--- src/include/alloc_settings.svh ---
// Dispatch group width, backend unit counts and queue sizes
// for the dispatch-stage resource allocator
`ifndef ALLOC_SETTINGS_SVH
`define ALLOC_SETTINGS_SVH

// ----------------------------------------------------------------------
// Dispatch group
// ----------------------------------------------------------------------
`define ALLOC_DISP_SIZE     2
`define ALLOC_ALU_NUM       2

// ----------------------------------------------------------------------
// Backend structure sizes
// ----------------------------------------------------------------------
// ROB takes one credit per dispatch group
`define ALLOC_ROB_ENTRIES   16
// Split evenly over the ALU issue queues
`define ALLOC_ALU_ENTRIES   8
`define ALLOC_LSU_ENTRIES   4
`define ALLOC_LDQ_ENTRIES   8
`define ALLOC_STQ_ENTRIES   8
// Branch unit entries, also the number of branch tags
`define ALLOC_BRU_ENTRIES   4

`endif
--- src/design/disp_pkg.sv ---
// Dispatch-side types: per-structure entry counts, branch tags
// and the resource request of one dispatch group
`include "alloc_settings.svh"

package disp_pkg;

  // ----------------------------------------------------------------------
  // Scalar types
  // ----------------------------------------------------------------------

  // Entries one group needs in one structure, 0 .. DISP_SIZE
  typedef logic [$clog2(`ALLOC_DISP_SIZE + 1)-1:0] cnt_t;

  // One tag per branch unit entry
  typedef logic [$clog2(`ALLOC_BRU_ENTRIES)-1:0] brtag_t;

  // ----------------------------------------------------------------------
  // Group request
  // ----------------------------------------------------------------------

  // What the front end asks for with one dispatch group
  typedef struct packed {
    // Per ALU issue queue
    cnt_t [`ALLOC_ALU_NUM-1:0]   alu_cnt;
    cnt_t                        lsu_cnt;
    cnt_t                        ldq_cnt;
    cnt_t                        stq_cnt;
    cnt_t                        bru_cnt;
    // Slot k holds a branch and needs a tag
    logic [`ALLOC_DISP_SIZE-1:0] br_valid;
  } res_cnt_t;

endpackage

--- src/design/backend_pkg.sv ---
// Backend-side types: credit returns, branch resolution updates
// and returned branch tags
`include "alloc_settings.svh"

package backend_pkg;

  // Credits handed back by one structure, single-cycle pulse
  typedef struct packed {
    logic            valid;
    disp_pkg::cnt_t  cnt;
  } cre_ret_t;

  // Branch resolution from the branch unit
  typedef struct packed {
    logic update;
    // Branch was already squashed, ignore it
    logic dead;
    logic mispredict;
  } br_upd_t;

  // Branch tag freed by the branch unit
  typedef struct packed {
    logic              valid;
    disp_pkg::brtag_t  tag;
  } brtag_ret_t;

endpackage

--- src/design/brtag_freelist.sv ---
// Bitmap freelist of branch tags, hands out the lowest free tags
// to several pop ports and takes back one tag per cycle
`include "alloc_settings.svh"

module brtag_freelist #(
  parameter int SIZE  = 4,
  parameter int PORTS = 2
) (
  input  logic                    i_clk,
  input  logic                    i_arst_n,

  input  logic [PORTS-1:0]        i_pop,
  input  backend_pkg::brtag_ret_t i_push,

  output disp_pkg::brtag_t        o_pop_id [PORTS],
  output logic                    o_is_empty
);

  // Bit set means tag is free
  logic [SIZE-1:0] r_free;
  logic [SIZE-1:0] w_remain;
  logic [SIZE-1:0] w_lowest;
  logic [SIZE-1:0] w_pop_mask;
  logic [SIZE-1:0] w_push_mask;

  // ----------------------------------------------------------------------
  // Priority search
  // ----------------------------------------------------------------------

  // Port p gets the p-th lowest free tag, whether or not it pops
  always_comb begin
    w_remain   = r_free;
    w_lowest   = '0;
    w_pop_mask = '0;
    for (int p = 0; p < PORTS; p++) begin
      // Isolate lowest set bit
      w_lowest    = w_remain & (~w_remain + 1'b1);
      o_pop_id[p] = '0;
      for (int i = 0; i < SIZE; i++) begin
        if (w_lowest[i]) begin
          o_pop_id[p] = disp_pkg::brtag_t'(i);
        end
      end
      if (i_pop[p]) begin
        w_pop_mask = w_pop_mask | w_lowest;
      end
      w_remain = w_remain & ~w_lowest;
    end
  end

  assign w_push_mask = i_push.valid ? (SIZE'(1) << i_push.tag) : '0;

  always_ff @(posedge i_clk or negedge i_arst_n) begin
    if (!i_arst_n) begin
      r_free <= '1;
    end else begin
      r_free <= (r_free & ~w_pop_mask) | w_push_mask;
    end
  end

  assign o_is_empty = ~|r_free;

  // ----------------------------------------------------------------------
  // Assertions
  // ----------------------------------------------------------------------

  a_pop_avail : assert property (
    @(posedge i_clk) disable iff (!i_arst_n)
    $countones(i_pop) <= $countones(r_free)
  ) else $error("brtag_freelist: %0d pops, %0d free", $countones(i_pop), $countones(r_free));

  // Branch unit frees a tag twice
  a_push_busy : assert property (
    @(posedge i_clk) disable iff (!i_arst_n)
    i_push.valid |-> !r_free[i_push.tag]
  ) else $error("brtag_freelist: tag %0d pushed while free", i_push.tag);

  // Tag handed to dispatch and freed by the branch unit at once
  a_push_not_popped : assert property (
    @(posedge i_clk) disable iff (!i_arst_n)
    i_push.valid |-> !w_pop_mask[i_push.tag]
  ) else $error("brtag_freelist: tag %0d pushed and popped together", i_push.tag);

endmodule

--- src/design/credit_counter.sv ---
// Credit counter for one backend structure with a no-room flag
`include "alloc_settings.svh"

module credit_counter #(
  parameter int MAX_CREDITS = 8,
  parameter int MAX_GET     = 2
) (
  input  logic                  i_clk,
  input  logic                  i_arst_n,

  input  logic                  i_get,
  input  disp_pkg::cnt_t        i_get_val,
  input  backend_pkg::cre_ret_t i_ret,

  output logic                  o_no_credits
);

  localparam int CW = $clog2(MAX_CREDITS + 1);

  logic [CW-1:0] r_used;
  logic [CW-1:0] w_get_val;
  logic [CW-1:0] w_ret_val;
  logic [CW-1:0] w_free;

  // Zero when not taking or not returning
  assign w_get_val = i_get ? CW'(i_get_val) : '0;
  assign w_ret_val = i_ret.valid ? CW'(i_ret.cnt) : '0;

  // Take and return may land in the same cycle
  always_ff @(posedge i_clk or negedge i_arst_n) begin
    if (!i_arst_n) begin
      r_used <= '0;
    end else begin
      r_used <= r_used + w_get_val - w_ret_val;
    end
  end

  // No room for a worst-case group
  assign w_free       = CW'(MAX_CREDITS) - r_used;
  assign o_no_credits = w_free < CW'(MAX_GET);

  // ----------------------------------------------------------------------
  // Assertions
  // ----------------------------------------------------------------------

  // Front end dispatched past a low o_resource_ok
  a_no_overflow : assert property (
    @(posedge i_clk) disable iff (!i_arst_n)
    r_used <= CW'(MAX_CREDITS)
  ) else $error("credit_counter: used %0d exceeds %0d", r_used, MAX_CREDITS);

  // Backend hands back credits it never got
  a_no_underflow : assert property (
    @(posedge i_clk) disable iff (!i_arst_n)
    i_ret.valid |-> (w_ret_val <= r_used)
  ) else $error("credit_counter: return %0d with only %0d in use", w_ret_val, r_used);

endmodule

--- src/design/resource_alloc.sv ---
// Dispatch-stage resource allocator: flush and fire decode, credit
// counters for every backend structure and the branch tag freelist
`include "alloc_settings.svh"

module resource_alloc (
  input  logic                    i_clk,
  input  logic                    i_arst_n,

  // Front end
  input  logic                    i_disp_valid,
  input  logic                    i_disp_ready,
  input  disp_pkg::res_cnt_t      i_disp_cnt,

  // Flush sources
  input  logic                    i_commit_flush,
  input  backend_pkg::br_upd_t    i_br_upd,

  // Credit returns
  input  backend_pkg::cre_ret_t   i_rob_ret,
  input  backend_pkg::cre_ret_t   i_alu_ret [`ALLOC_ALU_NUM],
  input  backend_pkg::cre_ret_t   i_lsu_ret,
  input  backend_pkg::cre_ret_t   i_ldq_ret,
  input  backend_pkg::cre_ret_t   i_stq_ret,
  input  backend_pkg::cre_ret_t   i_bru_ret,

  // Tag return from the branch unit
  input  backend_pkg::brtag_ret_t i_brtag_ret,

  output logic                    o_resource_ok,
  output disp_pkg::brtag_t        o_brtag [`ALLOC_DISP_SIZE]
);

  localparam int ALU_Q_ENTRIES = `ALLOC_ALU_ENTRIES / `ALLOC_ALU_NUM;

  logic                      w_br_flush;
  logic                      w_flush;
  logic                      w_fire;

  logic                      w_rob_no_cre;
  logic [`ALLOC_ALU_NUM-1:0] w_alu_no_cre;
  logic                      w_lsu_no_cre;
  logic                      w_ldq_no_cre;
  logic                      w_stq_no_cre;
  logic                      w_bru_no_cre;

  // ----------------------------------------------------------------------
  // Fire and flush
  // ----------------------------------------------------------------------

  // Dead branches no longer redirect anything
  assign w_br_flush = i_br_upd.update & ~i_br_upd.dead & i_br_upd.mispredict;
  assign w_flush    = i_commit_flush | w_br_flush;
  assign w_fire     = i_disp_valid & i_disp_ready & ~w_flush;

  assign o_resource_ok = ~(w_rob_no_cre | (|w_alu_no_cre) | w_lsu_no_cre |
                           w_ldq_no_cre | w_stq_no_cre | w_bru_no_cre);

  // ----------------------------------------------------------------------
  // Credit counters
  // ----------------------------------------------------------------------

  // One ROB credit per group
  credit_counter #(.MAX_CREDITS(`ALLOC_ROB_ENTRIES), .MAX_GET(1)) u_rob_cre (
    .i_clk        (i_clk),
    .i_arst_n     (i_arst_n),
    .i_get        (w_fire),
    .i_get_val    (disp_pkg::cnt_t'(1)),
    .i_ret        (i_rob_ret),
    .o_no_credits (w_rob_no_cre)
  );

  for (genvar a = 0; a < `ALLOC_ALU_NUM; a++) begin : g_alu_cre
    credit_counter #(.MAX_CREDITS(ALU_Q_ENTRIES), .MAX_GET(`ALLOC_DISP_SIZE)) u_alu_cre (
      .i_clk        (i_clk),
      .i_arst_n     (i_arst_n),
      .i_get        (w_fire & (|i_disp_cnt.alu_cnt[a])),
      .i_get_val    (i_disp_cnt.alu_cnt[a]),
      .i_ret        (i_alu_ret[a]),
      .o_no_credits (w_alu_no_cre[a])
    );
  end

  credit_counter #(.MAX_CREDITS(`ALLOC_LSU_ENTRIES), .MAX_GET(`ALLOC_DISP_SIZE)) u_lsu_cre (
    .i_clk        (i_clk),
    .i_arst_n     (i_arst_n),
    .i_get        (w_fire & (|i_disp_cnt.lsu_cnt)),
    .i_get_val    (i_disp_cnt.lsu_cnt),
    .i_ret        (i_lsu_ret),
    .o_no_credits (w_lsu_no_cre)
  );

  credit_counter #(.MAX_CREDITS(`ALLOC_LDQ_ENTRIES), .MAX_GET(`ALLOC_DISP_SIZE)) u_ldq_cre (
    .i_clk        (i_clk),
    .i_arst_n     (i_arst_n),
    .i_get        (w_fire & (|i_disp_cnt.ldq_cnt)),
    .i_get_val    (i_disp_cnt.ldq_cnt),
    .i_ret        (i_ldq_ret),
    .o_no_credits (w_ldq_no_cre)
  );

  credit_counter #(.MAX_CREDITS(`ALLOC_STQ_ENTRIES), .MAX_GET(`ALLOC_DISP_SIZE)) u_stq_cre (
    .i_clk        (i_clk),
    .i_arst_n     (i_arst_n),
    .i_get        (w_fire & (|i_disp_cnt.stq_cnt)),
    .i_get_val    (i_disp_cnt.stq_cnt),
    .i_ret        (i_stq_ret),
    .o_no_credits (w_stq_no_cre)
  );

  credit_counter #(.MAX_CREDITS(`ALLOC_BRU_ENTRIES), .MAX_GET(`ALLOC_DISP_SIZE)) u_bru_cre (
    .i_clk        (i_clk),
    .i_arst_n     (i_arst_n),
    .i_get        (w_fire & (|i_disp_cnt.bru_cnt)),
    .i_get_val    (i_disp_cnt.bru_cnt),
    .i_ret        (i_bru_ret),
    .o_no_credits (w_bru_no_cre)
  );

  // ----------------------------------------------------------------------
  // Branch tags
  // ----------------------------------------------------------------------

  // Tags come out combinationally and are valid in the fire cycle
  brtag_freelist #(.SIZE(`ALLOC_BRU_ENTRIES), .PORTS(`ALLOC_DISP_SIZE)) u_brtag_fl (
    .i_clk      (i_clk),
    .i_arst_n   (i_arst_n),
    .i_pop      ({`ALLOC_DISP_SIZE{w_fire}} & i_disp_cnt.br_valid),
    .i_push     (i_brtag_ret),
    .o_pop_id   (o_brtag),
    .o_is_empty ()
  );

  // Tag pops must stay covered by BRU credits, else tags run out first
  a_br_within_bru : assert property (
    @(posedge i_clk) disable iff (!i_arst_n)
    w_fire |-> ($countones(i_disp_cnt.br_valid) <= i_disp_cnt.bru_cnt)
  ) else $error("resource_alloc: %0d branch slots, BRU count %0d",
                $countones(i_disp_cnt.br_valid), i_disp_cnt.bru_cnt);

endmodule

--- config.mk ---
export PLATFORM = sky130hd
export DESIGN_NAME = resource_alloc
export DESIGN_NICKNAME = d
export VERILOG_FILES = /design/src/design/disp_pkg.sv /design/src/design/backend_pkg.sv /design/src/design/brtag_freelist.sv /design/src/design/credit_counter.sv /design/src/design/resource_alloc.sv
export VERILOG_INCLUDE_DIRS = /design/src /design/src/include
export SDC_FILE = /design/constraint.sdc
export NUM_CORES = 1
export LEC_CHECK = 0
export ABC_AREA = 1
export ABC_CLOCK_PERIOD_IN_PS = 1900
export BUFFER_PORTS_ARGS = -buffer_cell sky130_fd_sc_hd__buf_2
export CORE_MARGIN = 8
export CORE_UTILIZATION = 55
export DETAILED_ROUTE_END_ITERATION = 10
export GPL_ROUTABILITY_DRIVEN = 0
export PLACE_DENSITY = 0.87
export SLEW_MARGIN = 20
export SYNTH_ARGS = -nofsm -noshare
export SYNTH_HDL_FRONTEND = slang
export SYNTH_SLANG_ARGS = --single-unit
--- constraint.sdc ---
create_clock -name i_clk -period 1.9 [get_ports i_clk]
set_input_delay 0.095 -clock i_clk [delete_from_list [all_inputs] [get_ports i_clk]]
set_output_delay 0.095 -clock i_clk [all_outputs]
set_load 0.02 [all_outputs]
======== Word-level counts from Yosys, hierarchy flattened ========
Cells that the tools add are included.
word-level totals
  flip-flop bits (word level) ............. 29
  word-level logic and storage cells ...... 99
  output and inout port bits .............. 5
cells by class
  shift operators ......................... 1
  reductions and logical operators ........ 7
  bitwise gates (word level) .............. 30
  order comparisons ....................... 7
  multiplexer cells ....................... 23
  $add $sub $neg .......................... 23
operator list
  cell                                                                  count
  2-bit two-way mux                                                     17
  4-bit bitwise AND                                                     4
  4-bit inverter                                                        4
  2-bit OR reduction                                                    7
  3-bit adder                                                           4
  3-bit by 2-bit < comparator with 1-bit output, second input constant  4
  4-bit two-way mux                                                     3
  3-bit subtractor                                                      4
  3-bit subtractor, first input constant                                4
  1-bit bitwise AND                                                     10
  4-bit by 1-bit adder with 4-bit output, second input constant         2
  4-bit adder                                                           2
  4-bit by 2-bit < comparator with 1-bit output, second input constant  2
  4-bit OR                                                              2
  4-bit subtractor                                                      2
  4-bit subtractor, first input constant                                2
  1-bit OR                                                              6
  5-bit adder                                                           1
  5-bit by 1-bit < comparator with 1-bit output, second input constant  1
  5-bit subtractor                                                      1
  5-bit subtractor, first input constant                                1
  1-bit by 2-bit << shifter with 4-bit output, first input constant     1
  1-bit two-way mux                                                     3
  1-bit inverter                                                        3
  2-bit bitwise AND                                                     1

======== Logic depth before layout (Yosys ltp) ========
Gate-level depths: netlist (run 1).
  depth in word-level cells ............... 13
  depth in mapped cells ................... 12
  mapped depth without buffers ............ 11

======== By module ========
A second synthesis (run 1) with hierarchy kept.
second synthesis, totals
  cells, all modules ...................... 347
  area total of the unflattened synthesis .. 2537.4 µm²
modules (own cells, without submodules)
  module                                        area an instance (µm²)  times used  cells an instance  sequential area each (µm²)
  credit_counter at g_alu_cre[0].u_alu_cre ...  244.0                   4           30                 75.1
  credit_counter at u_ldq_cre ...               350.3                   2           48                 100.1
  credit_counter at u_rob_cre                   460.4                   1           61                 125.1
  brtag_freelist                                277.8                   1           39                 105.1
  resource_alloc                                122.6                   1           31                 0.0

======== Worst setup path after synthesis (run 1) ========
Ideal clock, no wire load.
  path type ............................... input to register
  start point ............................. input port i_disp_valid
  end point ............................... register u_rob_cre.r_used[4]
  slack ................................... 0.018 ns
  path buffers ............................ 1
  stages on the path ...................... 12
  arrival time ............................ 1.803 ns
  path through ............................ nand2_1 -> nor2_2 -> nand2_2 -> buf_2 -> ha_1 -> inv_1 -> ha_1 -> fa_1 -> a21oi_1 -> nor2_1 -> nor2_1 -> xor2_1
on the way
  cells in the longest elaborated chain, start to end .. 5
ends and longest elaborated chain
  what                             line                  text
  from (decl)                      resource_alloc.sv:10  input logic i_disp_valid,
  1-bit bitwise AND (2 in series)  resource_alloc.sv:53  assign w_fire = i_disp_valid & i_disp_ready & ~w_flush;
  1-bit two-way mux                credit_counter.sv:26  assign w_get_val = i_get ? CW'(i_get_val) : '0;
  5-bit adder                      credit_counter.sv:34  r_used <= r_used + w_get_val - w_ret_val;
  5-bit subtractor                 credit_counter.sv:34
  to (signal assigned)             credit_counter.sv:34
  to (decl)                        credit_counter.sv:20  logic [CW-1:0] r_used;
No other way between the ends.

======== Worst setup path after layout (run 1) ========
  start point ............................. register u_lsu_cre.r_used[1]
  end point ............................... output port o_resource_ok
on the way
  cells in the longest elaborated chain, start to end .. 7
ends and longest elaborated chain
  what                                           line                  text
  from (decl)                                    credit_counter.sv:20
  from (signal assigned)                         credit_counter.sv:34
  3-bit subtractor                               credit_counter.sv:39  assign w_free = CW'(MAX_CREDITS) - r_used;
  3-bit by 2-bit < comparator with 1-bit output  credit_counter.sv:40  assign o_no_credits = w_free < CW'(MAX_GET);
  1-bit OR (2 in series)                         resource_alloc.sv:55  assign o_resource_ok = ~(w_rob_no_cre | (|w_alu_no_cre) | w_lsu_no_cre |
  1-bit OR (2 in series)                         resource_alloc.sv:56  w_ldq_no_cre | w_stq_no_cre | w_bru_no_cre);
  1-bit inverter                                 resource_alloc.sv:55
  to (decl)                                      resource_alloc.sv:29  output logic o_resource_ok,
No other way between the ends.

==> flow_summary.json, run 1 <==
{
  "status": "completed",
  "synthArstFlopShare": 1.00,
  "setup_viol": 0,
  "relSlewSlack": 0.551,
  "cts.path.max_buffers": 2,
  "drt_pass1_iterations": 4,
  "cts.clk_slew.worst_paths_ns": 0.06,
  "synth_edf_count": 0,
  "timing.final.crit_share": 0.945,
  "grt_max_degree": 30,
  "comb_power_share": 0.587,
  "ant_nets": 0,
  "setup_tns_ns": 0,
  "first_global_vias": 1998,
  "fin_hold_ws_ns": 0.0142,
  "diodes": 0,
  "synth_top_area_share": 0.267,
  "path_max_fanout": 2,
  "end_kind": "primary output",
  "cap_violations": 0,
  "cts_tree": "done",
  "clockPowerShare": 0.126,
  "routed_wl_um": 4920,
  "die_h_um": 81.2,
  "finalPower_mw": 4.23,
  "rsz0062_at_grt": "true",
  "synth-seq-cells": 29,
  "fmax_ghz": 0.557,
  "numCtsBuffers": 5,
  "fin_nets": 436,
  "yosysMostFrequentCell": "inv_1",
  "grt_antenna_before_repair": 0,
  "synthTopCellsByCount": "77 x inv_1, 52 x nand2_1, 30 x ha_1",
  "arrival_ns": 1.70,
  "design_area_sq_mm": 0.00282,
  "grt_pass1_wl_um": 8090,
  "clock_skew_ns": 0.00205,
  "start_util": 0.577,
  "power_density_mw_per_mm2": 1500,
  "drive_gt1_frac": 0.216,
  "syn_area_sq_mm": 0.00234,
  "hold_violations": 0,
  "cts_root_buf": "clkbuf_8",
  "critPathLaunchType": "flip-flop",
  "placed_area_sq_mm": 0.00269,
  "seq_power_share": 0.287,
  "synth_nets": 373,
  "wl_per_cell_um": 12.4,
  "drcViolationCount": 0,
  "slew_violations": 0,
  "swShare": 0.434,
  "synth_warnings": 0,
  "min_period_ns": 1.80,
  "yosys.area.top_type": "dfrtp_1",
  "finish.utilization": 0.695,
  "tightestPinTransition_ns": 0.673,
  "area_growth_pct": 20.5,
  "seq_area_frac_synth": 0.312,
  "h-tree-depth": 2,
  "placementRows": 23,
  "crit_required_ns": 1.80,
  "clk_latency_ns": 0.29,
  "ys.flop_type": "dfrtp_1",
  "synth_cells": 284,
  "synth_area_leaders": "dfrtp_1 27%, ha_1 16%, inv_1 12%",
  "fp.dieW_um": 81.2,
  "cts_sinks": 29,
  "grt_use_total": 0.157,
  "globalRouteOverflowTotal": 0,
  "syn_area_per_cell_sq_um": 8.24,
  "core-area_sq_mm": 0.00406,
  "yosysUniqueCellTypes": 23,
  "leakagePower_nw": 1.66,
  "ir_drop_uv": 844,
  "portBuffers": 50,
  "p_sw_mw": 1.84,
  "hold_path.class": "in -> reg",
  "io_pins": 51,
  "dp_hpwl_um": 3970,
  "die-area_sq_mm": 0.00660,
  "crit_type": "reg -> out",
  "intPower_mw": 2.39,
  "drt_iter0_drc": 82,
  "avgViaCountPerCell": 4.78,
  "vias": 1902
}
==> cell families (layout without fill, tap and decap cells) <==
| logic type | after synthesis | after routing | share of synthesized area |
|---|---|---|---|
| adders and majority gates | 43 | 43 | 0.272 |
| DFF | 29 | 29 | 0.312 |
| AOI/OAI and AO/OA | 17 | 17 | 0.0412 |
| xor gates and xnor gates | 19 | 19 | 0.0711 |
| buffers and inverters | 78 | 142 | 0.126 |
| and+or+nand+nor | 98 | 98 | 0.179 |
==> layer usage <==
metal | track usage | wire [um] | part of all wire | vias to the layer above
li1 | - | - | - | 972
met1 | 0.169 | 1950 | 0.40 | 884
met2 | 0.283 | 2580 | 0.52 | 39
met3 | 0.0419 | 297 | 0.060 | 7
met4 | 0.0696 | 91 | 0.018 | 0
met5 | 0 | 0 | 0 | -
==> timing repair <==
| item | in CTS | in global routing |
|---|---|---|
| resized for setup | 0 | 7 |
| hold buffers | 1 | 0 |
| setup buffers | 0 | 1 |
| endpoints found under the setup margin | 0 | 2 |
| hold endpoints to repair | 25 | 0 |
==> power by group through the flow <==
stage / clock network [mW] / logic [mW] / registers (mW)
2_1_floorplan: 0 / 1.78 / 1.15
3_3_place_gp: 0 / 2.14 / 1.19
3_5_place_dp: 0 / 2.32 / 1.21
4_1_cts: 0.547 / 2.36 / 1.21
5_1_grt: 0.575 / 2.84 / 1.25
6_report: 0.534 / 2.48 / 1.21
==> sequential cells by signal, summed over array words and instances (netlist names) <==
| signal | cells |
|---|---|
| g_alu_cre.u_alu_cre.r_used | 6 |
| u_brtag_fl.r_free | 4 |
| u_rob_cre.r_used | 5 |
| u_bru_cre.r_used | 3 |
| u_ldq_cre.r_used | 4 |
| u_stq_cre.r_used | 4 |
| u_lsu_cre.r_used | 3 |
==> worst max-delay path, cell delays in order, from the launching register on <==
cell and delay, ns:
dfrtp_1 0.39, inv_1 0.06, ha_1 0.13, inv_1 0.05, or2_0 0.19, nand2_1 0.08
nand2_2 0.05, nor2_2 0.11, nand2_1 0.10, nor2_2 0.13, buf_6 0.13
==> layout by cell type (no fill, tap or decap), types with 7 or more instances in the layout <==
| master | instances |
|---|---|
| xnor2_1 | 8 |
| nor2_1 | 21 |
| ha_1 | 29 |
| nand3_1 | 13 |
| dfrtp_1 | 25 |
| xor2_1 | 11 |
| inv_1 | 76 |
| nand2_1 | 51 |
| fa_1 | 13 |
| buf_2 | 49 |
| a21oi_1 | 7 |
==> final timing paths <==
path / from / cells after the start / slack (ns) / to
max: u_lsu_cre.r_used[1] / 10 / 0.10 / o_resource_ok
min: i_brtag_ret[0] / 2 / 0.01 / u_brtag_fl.r_free[0]
max reg2reg: u_bru_cre.r_used[1] / 4 / 0.11 / u_bru_cre.r_used[2]
min reg2reg: u_brtag_fl.r_free[3] / 2 / 0.49 / u_brtag_fl.r_free[3]
max in group asynchronous: i_arst_n / 2 / 1.09 / u_ldq_cre.r_used[1]
min in group asynchronous: i_arst_n / 2 / 0.38 / g_alu_cre[0].u_alu_cre.r_used[2]
==> final cells by class <==
type / instances / area [sq um]
Timing Repair Buffer: 57 / 312
Fill cell: 311 / 1240
Sequential cell: 29 / 731
Multi-Input combinational cell: 177 / 1340
Inverter: 77 / 289
Tap cell: 50 / 62.6
Clock buffer: 8 / 90.1
==> through the flow <==
stage,cells,setup WS (ns)
finish,398,0.104
global route,398,0.00925
CTS,397,0.0735
detailed placement,388,-0.103
global placement,388,-0.0409
floorplan,284,0.0183
No activity file was read; power rests on OpenSTA's default activity.
==> run 2, diff against run 1 <==
--- a/config.mk
+++ b/config.mk
@@ -13,6 +13,7 @@
 export CORE_UTILIZATION = 55
 export DETAILED_ROUTE_END_ITERATION = 10
 export GPL_ROUTABILITY_DRIVEN = 0
+export HOLD_SLACK_MARGIN = 0.06
 export PLACE_DENSITY = 0.87
 export SLEW_MARGIN = 20
 export SYNTH_ARGS = -nofsm -noshare
==> flow_summary.json, run 2 (synthesized netlist as in run 1, its figures left out) <==
{
  "place_ws_ns": -0.103,
  "drt_iter0_drc": 80,
  "worstPathCellList": "inv_1 -> ha_1 -> inv_1 -> or2_0 -> nand2_1 -> nand2_2 -> nor2_2 -> nand2_1 -> nor2_2 -> buf_6",
  "avgViaCountPerCell": 4.75,
  "fp.dieW_um": 81.2,
  "startpoint": "u_lsu_cre.r_used[1]",
  "cp_top_family": "simple AND/OR/NAND/NOR gates",
  "register_area_sq_um": 731,
  "status": "completed",
  "clockPowerShare": 0.126,
  "path_max_fanout": 2,
  "vias": 1911,
  "reg2reg_depth": 4,
  "grt_antenna_before_repair": 0,
  "layout_setup_ws_ns": 0.104,
  "p_sw_mw": 1.84,
  "wl_per_cell_um": 12.4,
  "numCtsBuffers": 5,
  "drt_pass1_iterations": 4,
  "setup_tns_ns": 0,
  "cts.clk_slew.worst_paths_ns": 0.06,
  "hold_path.class": "in -> reg",
  "ant_nets": 0,
  "cap_violations": 0,
  "reg_top3": "g_alu_cre.u_alu_cre.r_used x6, u_rob_cre.r_used x5",
  "r2r_start": "u_bru_cre.r_used[1]",
  "intPower_mw": 2.40,
  "place_inst": 388,
  "swShare": 0.434,
  "rsz0062_at_grt": "true",
  "dp_hpwl_um": 3970,
  "start_util": 0.577,
  "cts_sinks": 29,
  "seq_power_share": 0.286,
  "design_area_sq_mm": 0.00286,
  "h-tree-depth": 2,
  "placed_area_sq_mm": 0.00269,
  "final_cells": 402,
  "crit_type": "reg -> out",
  "crit_required_ns": 1.80,
  "rrSetupSlack_ns": 0.11,
  "fmax_ghz": 0.557,
  "comb_power_share": 0.588,
  "layout_commonest_cell": "inv_1",
  "grt_max_degree": 30,
  "ir_drop_uv": 845,
  "layout_common_cells": "76 x inv_1, 51 x nand2_1, 49 x buf_2",
  "clk_latency_ns": 0.29,
  "core-area_sq_mm": 0.00406,
  "cts.path.max_buffers": 2,
  "worstReg2RegEnd": "u_bru_cre.r_used[2]",
  "grt_use_total": 0.159,
  "min_period_ns": 1.80,
  "finalPower_mw": 4.24,
  "area_growth_pct": 22.2,
  "critPathSlowestCell": "dfrtp_1",
  "critPathLaunchType": "flip-flop",
  "drive_gt1_frac": 0.213,
  "path_buf_inv": 3,
  "timing.final.crit_share": 0.945,
  "grt_pass1_wl_um": 8180,
  "die_h_um": 81.2,
  "hold_violations": 0,
  "largest_reg_flops": 6,
  "cts_tree": "done",
  "end_kind": "primary output",
  "multi_input_area_sq_mm": 0.00134,
  "die-area_sq_mm": 0.00660,
  "regMostFlops": "g_alu_cre.u_alu_cre.r_used",
  "leakagePower_nw": 1.67,
  "fin_nets": 440,
  "globalRouteOverflowTotal": 0,
  "slew_violations": 0,
  "clock_skew_ns": 0.00207,
  "setup_viol": 0,
  "first_global_vias": 2025,
  "cp-endpoint": "o_resource_ok",
  "fillCellCount": 307,
  "io_pins": 51,
  "cts_root_buf": "clkbuf_8",
  "diodes": 0,
  "routed_wl_um": 4970,
  "worst-path-stages": 10,
  "drcViolationCount": 0,
  "arrival_ns": 1.70,
  "relSlewSlack": 0.550,
  "max_stage_delay_ns": 0.39,
  "portBuffers": 50,
  "tightestPinTransition_ns": 0.675,
  "power_density_mw_per_mm2": 1480,
  "placementRows": 23
}
-- run 2: repair_timing --
item,4_1_cts,5_1_grt
buffers inserted,0,1
endpoints found under the hold margin,28,0
resized for setup,0,7
endpoints found under the setup margin,0,2
hold buffers,5,0
-- run 2: final cells by class --
type / count / area share
multi-input combinational: 177 / 0.467
tap: 50 / 0.0219
inverter: 77 / 0.101
clock buffer: 8 / 0.0315
timing repair buffer: 61 / 0.123
sequential: 29 / 0.255
-- run 2: worst min path at each step --
| stage | end | slack (ns) | start | depth (start not counted) |
|---|---|---|---|---|
| floorplan | g_alu_cre[0].u_alu_cre.r_used[0] | -0.20 | i_arst_n | 0 |
| global placement | u_stq_cre.r_used[1] | 0.16 | i_arst_n | 1 |
| finish | u_lsu_cre.r_used[0] | 0.16 | i_disp_cnt[8] | 4 |
| detailed placement | u_stq_cre.r_used[1] | 0.17 | i_arst_n | 1 |
| CTS | u_brtag_fl.r_free[1] | 0.16 | i_disp_cnt[1] | 4 |
| global route | g_alu_cre[0].u_alu_cre.r_used[0] | 0.17 | i_disp_cnt[10] | 4 |
-- run 2: per-layer routing --
metal  track usage  vias up  share of wire
li1              -      979              -
met3        0.0397        7          0.055
met5             0        -              0
met2         0.288       39           0.52
met1         0.171      886           0.40
met4        0.0696        0          0.018
-- run 2: per-stage QoR --
stage / hold slack (ns) / util
after floorplan: -0.201 / -
after global placement: 0.162 / 0.662
after detailed placement: 0.174 / 0.662
after CTS: 0.163 / 0.697
after global routing: 0.172 / 0.705
final: 0.160 / 0.705
-- run 2: power by group through the flow --
stage,Sequential [mW],Combinational [mW],Clock (mW)
2_1_floorplan,1.15,1.78,0
3_3_place_gp,1.19,2.14,0
3_5_place_dp,1.21,2.32,0
4_1_cts,1.21,2.37,0.547
5_1_grt,1.25,2.85,0.575
6_report,1.21,2.49,0.534
-- run 2: worst min-delay path, stage by stage --
cell	delay, ns
buf_2	0.07
inv_1	0.03
nor2_1	0.10
ha_1	0.12
